===== src/hdl/soc_pkg.sv =====
package soc_pkg;

    //////////////////////////////////////////////////
    // Bus types
    //////////////////////////////////////////////////

    // Byte address, region in bits 15:12
    typedef logic [15:0] addr_t;
    typedef logic [31:0] data_t;
    typedef logic [3:0]  region_t;
    typedef logic [11:0] offset_t;

    // Master request, held stable until ack
    typedef struct packed {
        logic  stb;
        logic  we;
        addr_t addr;
        data_t wdata;
    } wb_req_t;

    // Slave response, ack is a one-cycle pulse
    typedef struct packed {
        logic  ack;
        data_t rdata;
    } wb_rsp_t;

    //////////////////////////////////////////////////
    // Address map
    //////////////////////////////////////////////////

    localparam region_t REGION_RAM  = 4'h0;
    localparam region_t REGION_VRAM = 4'h1;
    localparam region_t REGION_CNT  = 4'h2;

    // Read value for unmapped regions
    localparam data_t UNMAPPED_DATA = 32'hDEAD_BEEF;

    // Counter register offsets
    localparam offset_t CNT_OFS_COUNT = 12'h000;
    localparam offset_t CNT_OFS_CTRL  = 12'h004;

    // Video RAM bus port sequence
    typedef enum logic [1:0] {
        vram_idle,
        vram_read,
        vram_respond
    } vram_state_e;

endpackage


===== src/hdl/tick_counter.sv =====
`timescale 1ns/1ps

module tick_counter #(
    parameter int TICK_DIV = 4
) (
    input  logic             clk50,
    input  logic             arst_n,
    input  soc_pkg::wb_req_t req,
    output soc_pkg::wb_rsp_t rsp
);

    localparam int PRE_W = (TICK_DIV > 1) ? $clog2(TICK_DIV) : 1;
    localparam logic [PRE_W-1:0] PRE_LAST = PRE_W'(TICK_DIV - 1);

    logic [PRE_W-1:0] pre;
    soc_pkg::data_t   count;
    soc_pkg::data_t   rdata_q;
    soc_pkg::offset_t offset;
    logic             enable;
    logic             ack_q;
    logic             access;
    logic             tick;

    assign offset = req.addr[11:0];
    assign access = req.stb & ~ack_q;
    assign tick   = enable & (pre == PRE_LAST);

    always_ff @(posedge clk50 or negedge arst_n) begin
        if (!arst_n) begin
            ack_q  <= 1'b0;
            enable <= 1'b0;
            count  <= '0;
            pre    <= '0;
        end else begin
            ack_q <= access;
            // Prescaler restarts whenever the counter is stopped
            if (!enable || tick) begin
                pre <= '0;
            end else begin
                pre <= pre + 1'b1;
            end
            // Bus load wins over the tick
            if (access && req.we && offset == soc_pkg::CNT_OFS_COUNT) begin
                count <= req.wdata;
            end else if (tick) begin
                count <= count + 1'b1;
            end
            if (access && req.we && offset == soc_pkg::CNT_OFS_CTRL) begin
                enable <= req.wdata[0];
            end
        end
    end

    // Register read mux
    always_ff @(posedge clk50) begin
        if (access) begin
            case (offset)
                soc_pkg::CNT_OFS_COUNT: rdata_q <= count;
                soc_pkg::CNT_OFS_CTRL:  rdata_q <= {31'b0, enable};
                default:                rdata_q <= '0;
            endcase
        end
    end

    assign rsp.ack   = ack_q;
    assign rsp.rdata = rdata_q;

endmodule


===== config.mk =====
export PLATFORM = sky130hd
export DESIGN_NAME = tick_counter
export DESIGN_NICKNAME = d
export VERILOG_FILES = /design/src/hdl/soc_pkg.sv /design/src/hdl/tick_counter.sv
export SDC_FILE = /design/constraint.sdc
export NUM_CORES = 1
export LEC_CHECK = 0
export ABC_AREA = 1
export BUFFER_PORTS_ARGS = -buffer_cell sky130_fd_sc_hd__buf_4
export CORE_ASPECT_RATIO = 0.8
export CORE_MARGIN = 10
export CORE_UTILIZATION = 45
export DETAILED_ROUTE_END_ITERATION = 7
export PLACE_DENSITY = 0.68
export SYNTH_ARGS = -nofsm -noshare
export SYNTH_HDL_FRONTEND = slang
export SYNTH_SLANG_ARGS = --single-unit

===== constraint.sdc =====
create_clock -name clk50 -period 2.8 [get_ports clk50]
set_input_delay 0.28 -clock clk50 [delete_from_list [all_inputs] [get_ports clk50]]
set_output_delay 0.28 -clock clk50 [all_outputs]
set_load 0.02 [all_outputs]

* After elaboration in Yosys (flattened, before gate mapping)
Index checks and enable logic that the tools add are counted.
** Storage, ports and cells
- Bits in registers :: 68
- Output and inout bits :: 33
- Input port bits :: 52
- Logic and storage cells :: 23
** Cells by class
- Eq/ne operators :: 2
- Reductions and logical operators :: 7
- $add $sub $neg :: 2
- Bitwise operators :: 3
- Multiplexer cells :: 4
** Operators by type and width (number)
- 2-to-1 mux 32 bit :: 2
- case mux 32 bit (2 select lines) :: 1
- adder 32 x 1 -> 32 bit, second input constant :: 1
- equality test 12 x 3 -> 1 bit, second input constant :: 1
- zero test 12 bit :: 1
- logical AND 1 bit :: 3
- adder 2 x 1 -> 2 bit, second input constant :: 1
- AND 1 bit :: 2
- equality test 2 bit, second input constant :: 1
- 2-to-1 mux 2 bit :: 1
- nonzero test 2 bit :: 1
- zero test 1 bit :: 1
- logical OR 1 bit :: 1
- NOT 1 bit :: 1

* Longest topological paths before layout
- Depth after elaboration :: 5
- Gate-level depth with buffers :: 11
- Gate-level depth less buffers :: 10

* Least setup slack after synthesis
No wires, ideal clock.
- Path type :: register to register
- Start point :: register ack_q
- End point :: register count[3]
- Slack :: -59 ps
- Cell stages (with the launch flop) :: 9
- Library setup time :: 135 ps
- Arrival :: 2725 ps
- Period minus slack after synthesis :: 2859 ps
- Buffers on the path :: 2
- Data required time :: 2665 ps
- Path through :: dfrtp_1 > nor2_1 > nand2_1 > inv_2 > nand3_2 > buf_2 > buf_6 > o211ai_1 > o211ai_1
** Between the ends
- Word-level cells in the longest chain between the ends :: 5
- Elaborated cells between the ends (all ways) :: 6
- Those cells by class :: 1 x mux; 2 x bitwise; 3 x reduce/logical
** Ends and longest elaborated chain
- start, declared :: line tick_counter.sv:20 : logic ack_q;
- start signal, assigned :: line tick_counter.sv:35 : ack_q <= access;
- NOT 1 bit (*) :: line tick_counter.sv:25 : assign access = req.stb & ~ack_q;
- AND 1 bit (*) :: line tick_counter.sv:25
- via access :: line tick_counter.sv:21 : logic access;
- logical AND 1 bit (*) (2 in series) :: line tick_counter.sv:43 : if (access && req.we && offset == soc_pkg::CNT_OFS_COUNT) begin
- 2-to-1 mux 32 bit or nonzero test 2 bit (tied branches)
- end signal, assigned :: line tick_counter.sv:44 : count <= req.wdata;
- end signal, assigned :: line tick_counter.sv:46 : count <= count + 1'b1;
- end, declared :: line tick_counter.sv:16 : soc_pkg::data_t count;
Mark *: on every way through the listed nets, which the timed path passes. The rest lies on a longest branch.
A chain may end at the register's enable or synchronous reset.

* Worst setup path after layout
- Start point :: register pre[0]
- End point :: register count[22]
** Between the ends
- Word-level cells in the longest chain between the ends :: 3
** Ends and longest elaborated chain
- start, declared :: line tick_counter.sv:15 : logic [PRE_W-1:0] pre;
- start signal, assigned :: line tick_counter.sv:40 : pre <= pre + 1'b1;
- equality test 2 bit :: line tick_counter.sv:26 : assign tick = enable & (pre == PRE_LAST);
- AND 1 bit :: line tick_counter.sv:26
- nonzero test 2 bit (no line)
Every way passes these cells.

==> results.py <==
metrics = {
    "drt": {
        "via_per_inst": 4.91,
        "drt-total-wl_mm": 10.9,
        "ant_nets": 0,
        "vias": 3647,
        "wl_per_cell_microns": 14.7,
        "drt_iter0_drc": 263,
        "remaining_drc_errors": 0,
        "dr.pass1.iters": 5,
    },
    "grt": {
        "grt_max_degree": 49,
        "antenna_found_initial": 0,
        "grt_pass1_vias": 3625,
        "grt-ovfl-total": 0,
        "grt_usage_pct": 16.7,
        "grt_pass1_wl_mm": 18.1,
    },
    "sta": {
        "tightest_slew_ps": 844,
        "finalCriticalPeriod_ps": 2220,
        "fin_tns_setup_ps": 0,
        "skew_ps": 12.1,
        "period_share_pct": 79.1,
        "setup_viol": 0,
        "slew_violations": 0,
        "max_slew_margin_pct": 43.7,
        "hold_viol_final": 0,
        "rsz0062_at_grt": "false",
        "max_freq_ghz": 0.451,
    },
    "synthesis": {
        "syn_avg_cell_area_sq_um": 7.33,
        "yosys_warnings": 0,
        "synth_cells": 547,
        "synth_area_sq_um": 4010,
        "synth-edff-count": 32,
        "yosysTopAreaCellShare_pct": 24.0,
        "async_flop_share_pct": 52.9,
        "yosys.area.top_type": "edfxtp_1",
        "ys_ff_latch": 68,
        "synthFlopType": "dfrtp_1",
        "yosysSeqAreaShare_pct": 46.4,
        "synth_nets": 601,
        "synth.top_cells.by_area": "edfxtp_1 24%, dfrtp_1 22%, nand2_1 17%",
        "ys_types": 28,
    },
    "floorplan": {
        "die_w_microns": 126,
        "die_area_sq_um": 13100,
        "die_height_microns": 104,
        "ios": 85,
        "start_util_pct": 46.6,
        "placeableCoreArea_sq_um": 8600,
        "row_count": 30,
    },
    "clocking": {
        "cts_buffers": 9,
        "cts_setup_buffers": 0,
        "clock-sinks": 68,
        "worstSkewPairLatency_ps": 350,
        "cts_tree": "built",
        "path_clk_slew_ps": 70,
        "cts-htree-levels": 3,
        "cts.path.max_buffers": 2,
        "clockRootBuffer": "clkbuf_8",
    },
    "job": {
        "cap_viol_max_count": 0,
    },
    "critical_path": {
        "required_ps": 3070,
        "crit_slowest_cell": "inv_1",
        "r2r_start": "pre[0]",
        "cp-start-kind": "flip-flop",
        "critical-path-top-delay-family": "simple AND/OR/NAND/NOR gates",
        "path_cells": "ha_1, nand2_1, nand2_2, inv_1, nand2_1, nand2_1",
        "crit_fanout": 23,
        "cpPeakStageDelay_ps": 700,
        "startpoint": "pre[0]",
        "end_kind": "flip-flop",
        "path_buf_inv": 1,
        "crit_top_cell": "nand2_1",
        "arrival_ps": 2490,
        "critPathKind": "flip-flop to flip-flop",
    },
    "power_and_ir_drop": {
        "power_leakage_nw": 2.74,
        "p_per_area_nw_per_um2": 562,
        "peakVddDrop_v": 0.000232,
    },
    "worst_hold_path": {
        "holdCritStartpoint": "req[0]",
        "hold_class": "primary input to flip-flop",
    },
    "cells_and_area": {
        "syn_to_final_growth_pct": 21.4,
        "layout.nets": 680,
        "final_cells": 743,
        "drive_above_1_share_pct": 18.4,
        "diodes": 0,
    },
    "status": {
        "outcome": "complete, no violations",
    },
    "place": {
        "port_buffers": 80,
        "dp_hpwl_mm": 8.36,
        "dp_cells": 726,
        "gp_congestion": 0.922,
    },
}
[tightest hold or removal path, delay by kind of cell]
family | cells | cell delay [ps]
buffers and inverters | 1 | 90
AO/OA/AOI/OAI | 1 | 60
AND/OR/NAND/NOR | 1 | 40
[power by group]
part	leakage (nW)	internal (W)	switching [W]
Sequential	0.670	0.00114	0.0000967
Clock	0.0971	0.000409	0.000376
Combinational	1.97	0.000249	0.000464
[path summary, 6_finish.rpt]
check	endpoint	slack, ps	cells after the start
max	count[22]	580	6
min	count[0]	160	3
max reg2reg	count[22]	580	6
min reg2reg	pre[0]	440	1
max in group asynchronous	count[8]	2010	2
min in group asynchronous	count[0]	430	2
[cell families (layout without fill, tap and decap cells)]
| family | after synthesis | in the layout | synth area share, % |
|---|---|---|---|
| xor+xnor | 3 | 3 | 0.656 |
| compound gates | 28 | 28 | 4.43 |
| fa+ha+maj | 2 | 2 | 0.624 |
| flops | 68 | 68 | 46.4 |
| simple gates | 350 | 350 | 37.7 |
| buf+inv | 96 | 180 | 10.1 |
[metal layers]
metal	share of wire [%]	GRT usage, %	vias up
li1	-	-	1883
met1	48	23.5	1630
met2	42	23.7	127
met3	9.2	5.30	7
met4	0.75	4.27	0
met5	0	0	-
[registers in the layout, summed over array words and instances (netlist names)]
signal and count:
pre 2, count 32, enable 1, ack_q 1
rdata_q 32
[cell usage in the layout (no fill, tap or decap), types with 3 or more instances in the layout]
cell type  count
nor2_2         5
o21ai_0       14
o21ai_1        3
nand2_1      181
o211ai_1       6
clkbuf_8       9
inv_1         77
buf_4         84
nand4_1       17
o211ai_2       3
clkinv_2       3
nand3_1       48
nor2_4         5
or2_0          3
edfxtp_1      32
nor2_1        77
xor2_1         3
dfrtp_1       36
or2_1          6
[area by class of cell]
type / instances / area (sq um)
clock buffer: 11 / 131
clock inverter: 5 / 53.8
fill: 846 / 3730
inverter: 79 / 297
multi-input combinational: 383 / 1740
sequential: 68 / 1860
tap: 112 / 140
timing repair buffer: 85 / 641
[through the flow]
step	utilization, %	instance area (sq um)	hold WS (ps)	setup WS (ps)	total power (W)
after floorplan	-	4010	-15.6	503	0.00173
after global placement	54.4	4670	284	667	0.00195
after detailed placement	54.4	4670	283	608	0.00197
after CTS	56.6	4870	151	594	0.00275
after global routing	56.6	4870	189	333	0.00293
final	56.6	4870	163	584	0.00273
[cell usage after synthesis, types with 4 or more instances]
| library cell | n |
|---|---|
| nand2_1 | 181 |
| nor2_1 | 78 |
| inv_1 | 77 |
| nand3_1 | 48 |
| dfrtp_1 | 36 |
| edfxtp_1 | 32 |
| nand4_1 | 17 |
| o21ai_0 | 14 |
| buf_2 | 7 |
| o211ai_1 | 6 |
| or2_1 | 6 |
| nor2_4 | 5 |
| buf_6 | 4 |
| clkbuf_1 | 4 |
| nor2_2 | 4 |
[repair_timing]
action,4_1_cts,5_1_grt
hold buffers,1,0
hold endpoints to repair,36,0
gates resized for setup,0,0
No activity file was read; power rests on OpenSTA's default activity.
