--- src/hdl/soc_pkg.sv ---
package soc_pkg;

    //////////////////////////////////////////////////
    // Bus types
    //////////////////////////////////////////////////

    // Byte address, region in bits 15:12
    typedef logic [15:0] addr_t;
    typedef logic [31:0] data_t;
    typedef logic [3:0]  region_t;
    typedef logic [11:0] offset_t;

    // Master request, held stable until ack
    typedef struct packed {
        logic  stb;
        logic  we;
        addr_t addr;
        data_t wdata;
    } wb_req_t;

    // Slave response, ack is a one-cycle pulse
    typedef struct packed {
        logic  ack;
        data_t rdata;
    } wb_rsp_t;

    //////////////////////////////////////////////////
    // Address map
    //////////////////////////////////////////////////

    localparam region_t REGION_RAM  = 4'h0;
    localparam region_t REGION_VRAM = 4'h1;
    localparam region_t REGION_CNT  = 4'h2;

    // Read value for unmapped regions
    localparam data_t UNMAPPED_DATA = 32'hDEAD_BEEF;

    // Counter register offsets
    localparam offset_t CNT_OFS_COUNT = 12'h000;
    localparam offset_t CNT_OFS_CTRL  = 12'h004;

    // Video RAM bus port sequence
    typedef enum logic [1:0] {
        vram_idle,
        vram_read,
        vram_respond
    } vram_state_e;

endpackage

--- src/hdl/wb_intercon.sv ---
`timescale 1ns/1ps

module wb_intercon (
    input  logic             clk50,
    input  logic             arst_n,
    input  soc_pkg::wb_req_t master_req,
    output soc_pkg::wb_rsp_t master_rsp,
    output soc_pkg::wb_req_t ram_req,
    output soc_pkg::wb_req_t vram_req,
    output soc_pkg::wb_req_t cnt_req,
    input  soc_pkg::wb_rsp_t ram_rsp,
    input  soc_pkg::wb_rsp_t vram_rsp,
    input  soc_pkg::wb_rsp_t cnt_rsp
);

    soc_pkg::region_t region;
    logic             sel_ram;
    logic             sel_vram;
    logic             sel_cnt;
    logic             sel_none;
    logic             dflt_ack;

    // Region decode from the high nibble
    assign region   = master_req.addr[15:12];
    assign sel_ram  = (region == soc_pkg::REGION_RAM);
    assign sel_vram = (region == soc_pkg::REGION_VRAM);
    assign sel_cnt  = (region == soc_pkg::REGION_CNT);
    assign sel_none = ~(sel_ram | sel_vram | sel_cnt);

    // Shared request fields, strobe only to the selected slave
    always_comb begin
        ram_req      = master_req;
        vram_req     = master_req;
        cnt_req      = master_req;
        ram_req.stb  = master_req.stb & sel_ram;
        vram_req.stb = master_req.stb & sel_vram;
        cnt_req.stb  = master_req.stb & sel_cnt;
    end

    // Default responder, writes are dropped
    always_ff @(posedge clk50 or negedge arst_n) begin
        if (!arst_n) begin
            dflt_ack <= 1'b0;
        end else begin
            dflt_ack <= master_req.stb & sel_none & ~dflt_ack;
        end
    end

    // Response mux
    always_comb begin
        case (region)
            soc_pkg::REGION_RAM:  master_rsp = ram_rsp;
            soc_pkg::REGION_VRAM: master_rsp = vram_rsp;
            soc_pkg::REGION_CNT:  master_rsp = cnt_rsp;
            default: begin
                master_rsp.ack   = dflt_ack;
                master_rsp.rdata = soc_pkg::UNMAPPED_DATA;
            end
        endcase
    end

endmodule

--- config.mk ---
export PLATFORM = sky130hd
export DESIGN_NAME = wb_intercon
export DESIGN_NICKNAME = d
export VERILOG_FILES = /design/src/hdl/soc_pkg.sv /design/src/hdl/wb_intercon.sv
export SDC_FILE = /design/constraint.sdc
export NUM_CORES = 1
export LEC_CHECK = 0
export BUFFER_PORTS_ARGS = -buffer_cell sky130_fd_sc_hd__buf_2
export CORE_AREA = 3 3 128 130
export DETAILED_ROUTE_END_ITERATION = 16
export DIE_AREA = 0 0 131 133
export GPL_TIMING_DRIVEN = 0
export PLACE_DENSITY = 0.42
export REMOVE_ABC_BUFFERS = 1
export SYNTH_ARGS = -nofsm -noshare
export SYNTH_HDL_FRONTEND = slang
export SYNTH_SLANG_ARGS = --single-unit
--- constraint.sdc ---
create_clock -name clk50 -period 1.08 [get_ports clk50]
set_input_delay 0.108 -clock clk50 [delete_from_list [all_inputs] [get_ports clk50]]
set_output_delay 0.108 -clock clk50 [all_outputs]
set_load 0.01 [all_outputs]
Yosys cells after proc, flatten, opt, wreduce, memory -nomap -nowiden
Cells that the tools add are included.
Storage, ports and cells
  register bits: 1
  input bits: 151
  output and inout port bits: 183
  word-level logic and storage cells: 14
Cells by class
  equal/unequal tests: 2
  multiplexer cells: 1
  bitwise logic cells: 9
  reduce and logical (&&, ||, !) cells: 1
Operators by type and width (number)
  33-bit case mux with 3 select lines: 1
  1-bit bitwise AND: 5
  4-bit by 1-bit == test with 1-bit output (second input constant): 1
  4-bit by 2-bit == test with 1-bit output (second input constant): 1
  4-bit logical NOT: 1
  1-bit NOT: 2
  1-bit OR: 2

Logic depth before layout (Yosys ltp)
Gate-level depths: netlist (run 1).
  word-level depth: 6
  depth in mapped cells: 5
  mapped depth without buffers: 3

Worst setup path before layout (run 1)
OpenSTA, ideal clock, no wires.
  path type: input to output
  start point: input master_req[45] (netlist bit)
  end point: output master_rsp[32] (netlist bit)
  data arrival time: 902 ps
  required time: 972 ps
  slack: 70 ps
  stages: 4
  path buffers: 2
  cells stage by stage: clkbuf_1 buf_2 a2111oi_0 a211oi_1
RTL lines
  from (decl): RTL line wb_intercon.sv:6  | input soc_pkg::wb_req_t master_req,
  to (decl): RTL line wb_intercon.sv:7  | output soc_pkg::wb_rsp_t master_rsp,

==> results.md, run 1 <==
- Core area: roughly 15000 sq um
- Worst-margin pin slew: 0.211 ns
- Fin cells: ~500
- Layout cells sized above 1: 76.3%
- Worst hold-check path type: in -> out
- Cell variety after synth: 24
- Internal Power: about 0.51 mW
- Slew Viols, Final: 0
- Final setup fails: 0
- Reg2reg setup slack: about 0.37 ns
- RSZ-0062 raised after global routing: true
- Die ar.: approximately 17000 sq um
- Drt pass-1 iters: 4
- Largest register by flop count: dflt_ack
- Leak: around 1.1 nW
- Hold Crit Endpoint: vram_req[19]
- FF-to-FF path depth: 1
- First-pass GRT wire length: about 19 mm
- Hold Path Cell Cnt: 0
- Total number of yosys warnings: 0
- Largest register FFs: 1
- Switching Share: approximately 43%
- Reg2reg end: dflt_ack
- Comb pwr share: around 95%
- Initial core utilization: between 10% and 20%
- Synth Instances: between 200 and 300
- Crit Path Max Fanout: 5
- Area taken by multi-input logic gates: 1000 sq um
- Residual DRC: 0
- GRT Util Overall: 16.7%
- Max cap viols: 0
- Max frequency: approximately 950 MHz
- Via count: around 2000
- Per-cell routed wire length: 33.1 um
- Total wire length: approximately 17 mm
- Clock latency on the worst-skew pair: 0 ns
- Placed insts: 485
- Critical Path AT: 0.94 ns
- Worst Skew: 0 ns
- Min Tclk post-route: ~1.1 ns
- Grt total ovfl: 0
- Reg area: 25.0 sq um
- # IOs: roughly 330
- Hold Vio Cnt, Final: 0
- Layout Nets: between 400 and 500
- Hold Startpoint: master_req[19]
- # rows: 45
- Critical path class: in -> out
- Fin crit share: between 90% and 100%
- Peak VDD IR: approximately 0.14 mV
- Die height: between 100 and 150 um
- Initial drt markers: 78
- Sequential area share after synthesis: 1.23%
- HPWL Detailed: 13.1 mm
- Power Dens Cells: 385 nW/um^2
- Critical path startpoint category: input port
- Largest registers: dflt_ack: 1 flops
- CP required: 0.97 ns
- Clock Power Share: 0%
- Post-synthesis sequential element count: 1
- Via density: ~4
- Slew HR: between 80% and 90%
- P&R area growth vs syn: 13.8%
- TNS Setup: 0 ns
- Flop pwr share: approximately 5%
- Vias in the first global route: 1942
- R2R Path Start: dflt_ack
- Switching Power: approximately 0.39 mW
- Fillers: between 1500 and 2000
- Average cell area after synthesis: 7.24 sq um
- Post-DRT Antenna Nets: 0
- Antenna violations before repair: 4
- Syn Std Cell Area: just over 2000 sq um
- Routability Congestion: ~0.75
- Largest net degree at the start of global routing: 45
- Die W: ~130 um
- Status: finished, final reports clean
- Port Buf Inserts: 153
- Crit end category: primary output
power groups by stage:
stage               sequential [mW]  combinational (mW)    clock, mW
global placement             0.0449               0.643            0
floorplan                    0.0427               0.265            0
detailed placement           0.0448               0.667            0
global route                 0.0449               0.928  0.000000124
CTS                          0.0449               0.777            0
finish                       0.0449               0.851  0.000000124
how the worst max path moves through the flow:
stage / from / endpoint / slack (ns) / cells past startpoint
2_1_floorplan: master_req[47] / vram_req[49] / -0.50 / 3
3_3_place_gp: master_req[47] / vram_req[49] / -1.83 / 5
3_5_place_dp: master_req[44] / master_rsp[30] / -1.45 / 5
4_1_cts: master_req[45] / master_rsp[22] / 0.0007 / 5
5_1_grt: master_req[44] / master_rsp[16] / -0.01 / 5
6_report: master_req[46] / master_rsp[32] / 0.03 / 5
cell usage in the layout (no fill, tap or decap), drive strengths merged:
cell type,instances
a2bb2oi,1
buf,160
or2,8
dlygate4sd3,1
a211oi,1
nor2,4
nor3b,2
nand2b,4
o31ai,1
mux2i,8
diode,1
nor2b,2
clkbuf,4
dfrtp,1
o22ai,24
mux2,24
a2111oi,1
nor3,1
nand2,32
a21oi,8
metal layers:
metal	vias to the layer above	global-route usage, %	share of wire (%)
met5	-	6.18	0.84
met4	10	2.46	1.6
met3	20	17.9	23
met2	310	24.8	43
met1	849	15.9	32
li1	807	-	-
cell families after synthesis:
kind of cell,after synthesis,synth area share (%)
buf+inv,162,58.7
mux,32,17.2
flops,1,1.23
compound gates,36,11.6
simple gates,51,11.3
metrics by stage:
step / cell area [sq um] / power, mW / utilization (%) / hold WS [ns] / worst slack (ns)
after global placement: 1870 / 0.688 / 12.3 / -0.116 / -1.83
after global routing: 2320 / 0.973 / 15.2 / 0.216 / -0.0135
after detailed placement: 1900 / 0.711 / 12.5 / -0.115 / -1.45
after floorplan: 843 / 0.307 / - / -0.188 / -0.504
after CTS: 2130 / 0.822 / 14.0 / 0.216 / 0.000740
final: 2320 / 0.896 / 15.2 / 0.216 / 0.0274
timing repair:
action                                 CTS  global route
buffers inserted                         4             1
gates cloned                             4             3
setup endpoints to repair               43            34
endpoints found under the hold margin    1             0
hold buffers                             1             0
gates resized for setup                 27            24
pin swaps                                7             3
layout make-up:
class,instances,share of cell area (%)
Multi-Input combinational cell,121,43.1
Tap cell,211,11.4
Timing Repair Buffer,165,44.4
Sequential cell,1,1.08
Antenna cell,1,0.108
synth_stat cells, drive strengths merged:
library cell  count  share of area (%)
a2111oi           1               0.43
o22ai            24                7.4
nor2              4               0.74
o31ai             1               0.37
a2bb2oi           1               0.43
or2               8                2.5
nand2b            2               0.61
clkbuf            6                1.1
buf             156                 58
nor2b             2               0.61
mux2             24                 13
a21oi             8                2.7
mux2i             8                3.9
nand2            32                5.9
a211oi            1               0.37
nor3              1               0.24
dfrtp             1                1.2
nor3b             2               0.74
worst max-delay path, stage by stage:
cell and delay (ns):
buf_4 0.13, or2_4 0.28, a2111oi_4 0.19, a211oi_1 0.08
buf_2 0.15
No activity file was read; power rests on OpenSTA's default activity.
==> run 2, diff against run 1 <==
--- a/config.mk
+++ b/config.mk
@@ -10,8 +10,8 @@
 export DETAILED_ROUTE_END_ITERATION = 16
 export DIE_AREA = 0 0 131 133
 export GPL_TIMING_DRIVEN = 0
-export PLACE_DENSITY = 0.42
 export REMOVE_ABC_BUFFERS = 1
+export SLEW_MARGIN = 20
 export SYNTH_ARGS = -nofsm -noshare
 export SYNTH_HDL_FRONTEND = slang
 export SYNTH_SLANG_ARGS = --single-unit
==> run 2 against run 1 <==
Against the previous run: global-route usage increased by 1.0 points; final area increased by 1.2%; core utilization grew 0.18 points; clock skew is the same; highest routed layer unchanged; hold slack about the same; sequential cell count unchanged; critical path type unchanged; largest power group unchanged; combinational power grew 3.8%.
==> results.md, run 2 (synthesis results as in run 1) <==
- Die ar.: 17400 sq um (unchanged)
- Slew Viols, Final: 0 (unchanged)
- Fin cells: 500 (+0.20%)
- Layout cells sized above 1: 75.1% (-1.2 points)
- R2R Path Start: dflt_ack
- Worst-margin pin slew: 0.276 ns (+0.0647 ns)
- Largest net degree at the start of global routing: 24 (-47%)
- Power Dens Cells: 395 nW/um^2 (+2.4%)
- Post-DRT Antenna Nets: 0 (unchanged)
- GRT Util Overall: 17.7% (+1.0 points)
- HPWL Detailed: 13.4 mm (+2.6%)
- Fin crit share: 99.4% (+1.9 points)
- # IOs: 334 (unchanged)
- Setup ws final: 0.00697 ns (-0.0204 ns)
- Largest registers: dflt_ack: 1 flops
- Total wire length: 17.5 mm (+6.0%)
- CP required: 0.97 ns (about the same)
- FF-to-FF path depth: 2 (+1)
- Routability Congestion: 0.717 (-4.8%)
- Placed insts: 485 (unchanged)
- Beginning of the critical path: master_req[47]
- Largest register FFs: 1 (unchanged)
- Grt total ovfl: 0 (unchanged)
- Core Util, Final: 15.4% (+0.18 points)
- Peak VDD IR: 0.131 mV (-6.8%)
- Die height: 133 um (unchanged)
- RSZ-0062 raised after global routing: true
- Per-cell routed wire length: 35.0 um (+5.8%)
- Vias in the first global route: 1859 (-4.3%)
- Crit end category: primary output
- Most common cell after layout, fill and taps aside: buf_2
- Hold Vio Cnt, Final: 0 (unchanged)
- Critical Path AT: 0.97 ns (+0.03 ns)
- Core area: 15300 sq um (unchanged)
- Leak: 1.08 nW (+2.2%)
- Reg2reg setup slack: 0.26 ns (-0.11 ns)
- Critical path startpoint category: input port
- Worst hold-check path type: in -> out
- Final setup fails: 0 (unchanged)
- Area taken by multi-input logic gates: 997 sq um (-0.38%)
- Via count: 2032 (+1.8%)
- Status: finished, final reports clean
- Initial drt markers: 86 (+10%)
- Port Buf Inserts: 153 (unchanged)
- Min Tclk post-route: 1.07 ns (+0.0204 ns)
- Layout Nets: 442 (+0.45%)
- Crit path to: master_rsp[32]
- Slew HR: 81.1% (-4.4 points)
- Residual DRC: 0 (unchanged)
- Drt pass-1 iters: 4 (unchanged)
- Initial core utilization: 13.4% (unchanged)
- Via density: 4.06 (+1.6%)
- Clock latency on the worst-skew pair: 0 ns (unchanged)
- Fillers: 1763 (+0.69%)
- Crit Path Max Fanout: 5 (unchanged)
- First-pass GRT wire length: 20.2 mm (+4.7%)
- Largest register by flop count: dflt_ack
- P&R area growth vs syn: 15.2%
- Die W: 131 um (unchanged)
- # rows: 45 (unchanged)
- N_diodes: 0 (-1)
- Max frequency: 932 MHz (-1.9%)
- Reg area: 25.0 sq um (unchanged)
- Pre-CTS setup slack: -1.10 ns (+0.349 ns)
- Critical path class: in -> out
- Commonest cells after routing, fill and taps aside: buf_2 (150), nand2_1 (31), mux2_2 (19)
- Antenna violations before repair: 6 (+2)
- Max cap viols: 0 (unchanged)
- Worst Skew: 0 ns (unchanged)
- Reg2reg end: dflt_ack
-- run 2: changes by cell type in the layout (fill, tap and decap cells not counted), sizes merged --
cell / previous run / this run
clkbuf: 4 / 3
buf: 160 / 162
diode: 1 / 0
bufbuf: 0 / 1
-- run 2: per-layer routing --
layer  vias to the layer above  track usage (%)  part of all wire [%]
li1                        810                -                     -
met1                       876             15.9                    30
met2                       297             25.9                    42
met3                        35             18.9                    23
met4                        14             5.54                   4.0
met5                         -             8.82                   1.2
-- run 2: final cells by class --
| class | instances | share of cell area, % |
|---|---|---|
| Tap cell | 211 | 11.2 |
| Multi-Input combinational cell | 121 | 42.4 |
| Sequential cell | 1 | 1.06 |
| Timing Repair Buffer | 167 | 45.3 |
-- run 2: worst min path at each step --
stage                  end           start  cells past startpoint
2_1_floorplan     dflt_ack          arst_n                      0
3_3_place_gp      dflt_ack          arst_n                      1
3_5_place_dp      dflt_ack          arst_n                      1
4_1_cts        cnt_req[11]  master_req[11]                      0
5_1_grt        cnt_req[48]  master_req[48]                      0
6_report       cnt_req[15]  master_req[15]                      0
-- run 2: metrics by stage --
step                      instance area [sq um]  hold slack [ns]  total power, mW  TNS (ns)
after floorplan                             843           -0.188            0.307     -5.63
after global placement                     1870           -0.117            0.693    -49.45
after detailed placement                   1900           -0.115            0.710    -33.92
after CTS                                  2170            0.216            0.852    -0.141
after global routing                       2350            0.216             1.01   -0.0433
final                                      2350            0.216            0.929         0
-- run 2: critical path, cell delays in order --
cell       delay [ns]
buf_2            0.13
or2_4            0.27
a2111oi_4        0.22
a211oi_2         0.08
buf_2            0.15
-- run 2: power by group --
| group | internal (mW) | total (mW) | switching (mW) | leakage [nW] |
|---|---|---|---|---|
| Clock | 0 | 0 | 0 | 0 |
| Sequential | 0.0412 | 0.0452 | 0.00405 | 0.0127 |
| Combinational | 0.486 | 0.883 | 0.398 | 1.07 |
| Total | 0.527 | 0.929 | 0.402 | 1.08 |
-- run 2: repair_timing --
item | 4_1_cts | 5_1_grt
hold buffers | 1 | 0
hold endpoints to repair | 1 | 0
resized for setup | 30 | 15
setup endpoints to repair | 43 | 31
buffers inserted | 4 | 1
gates cloned | 5 | 4
pin swaps | 4 | 1
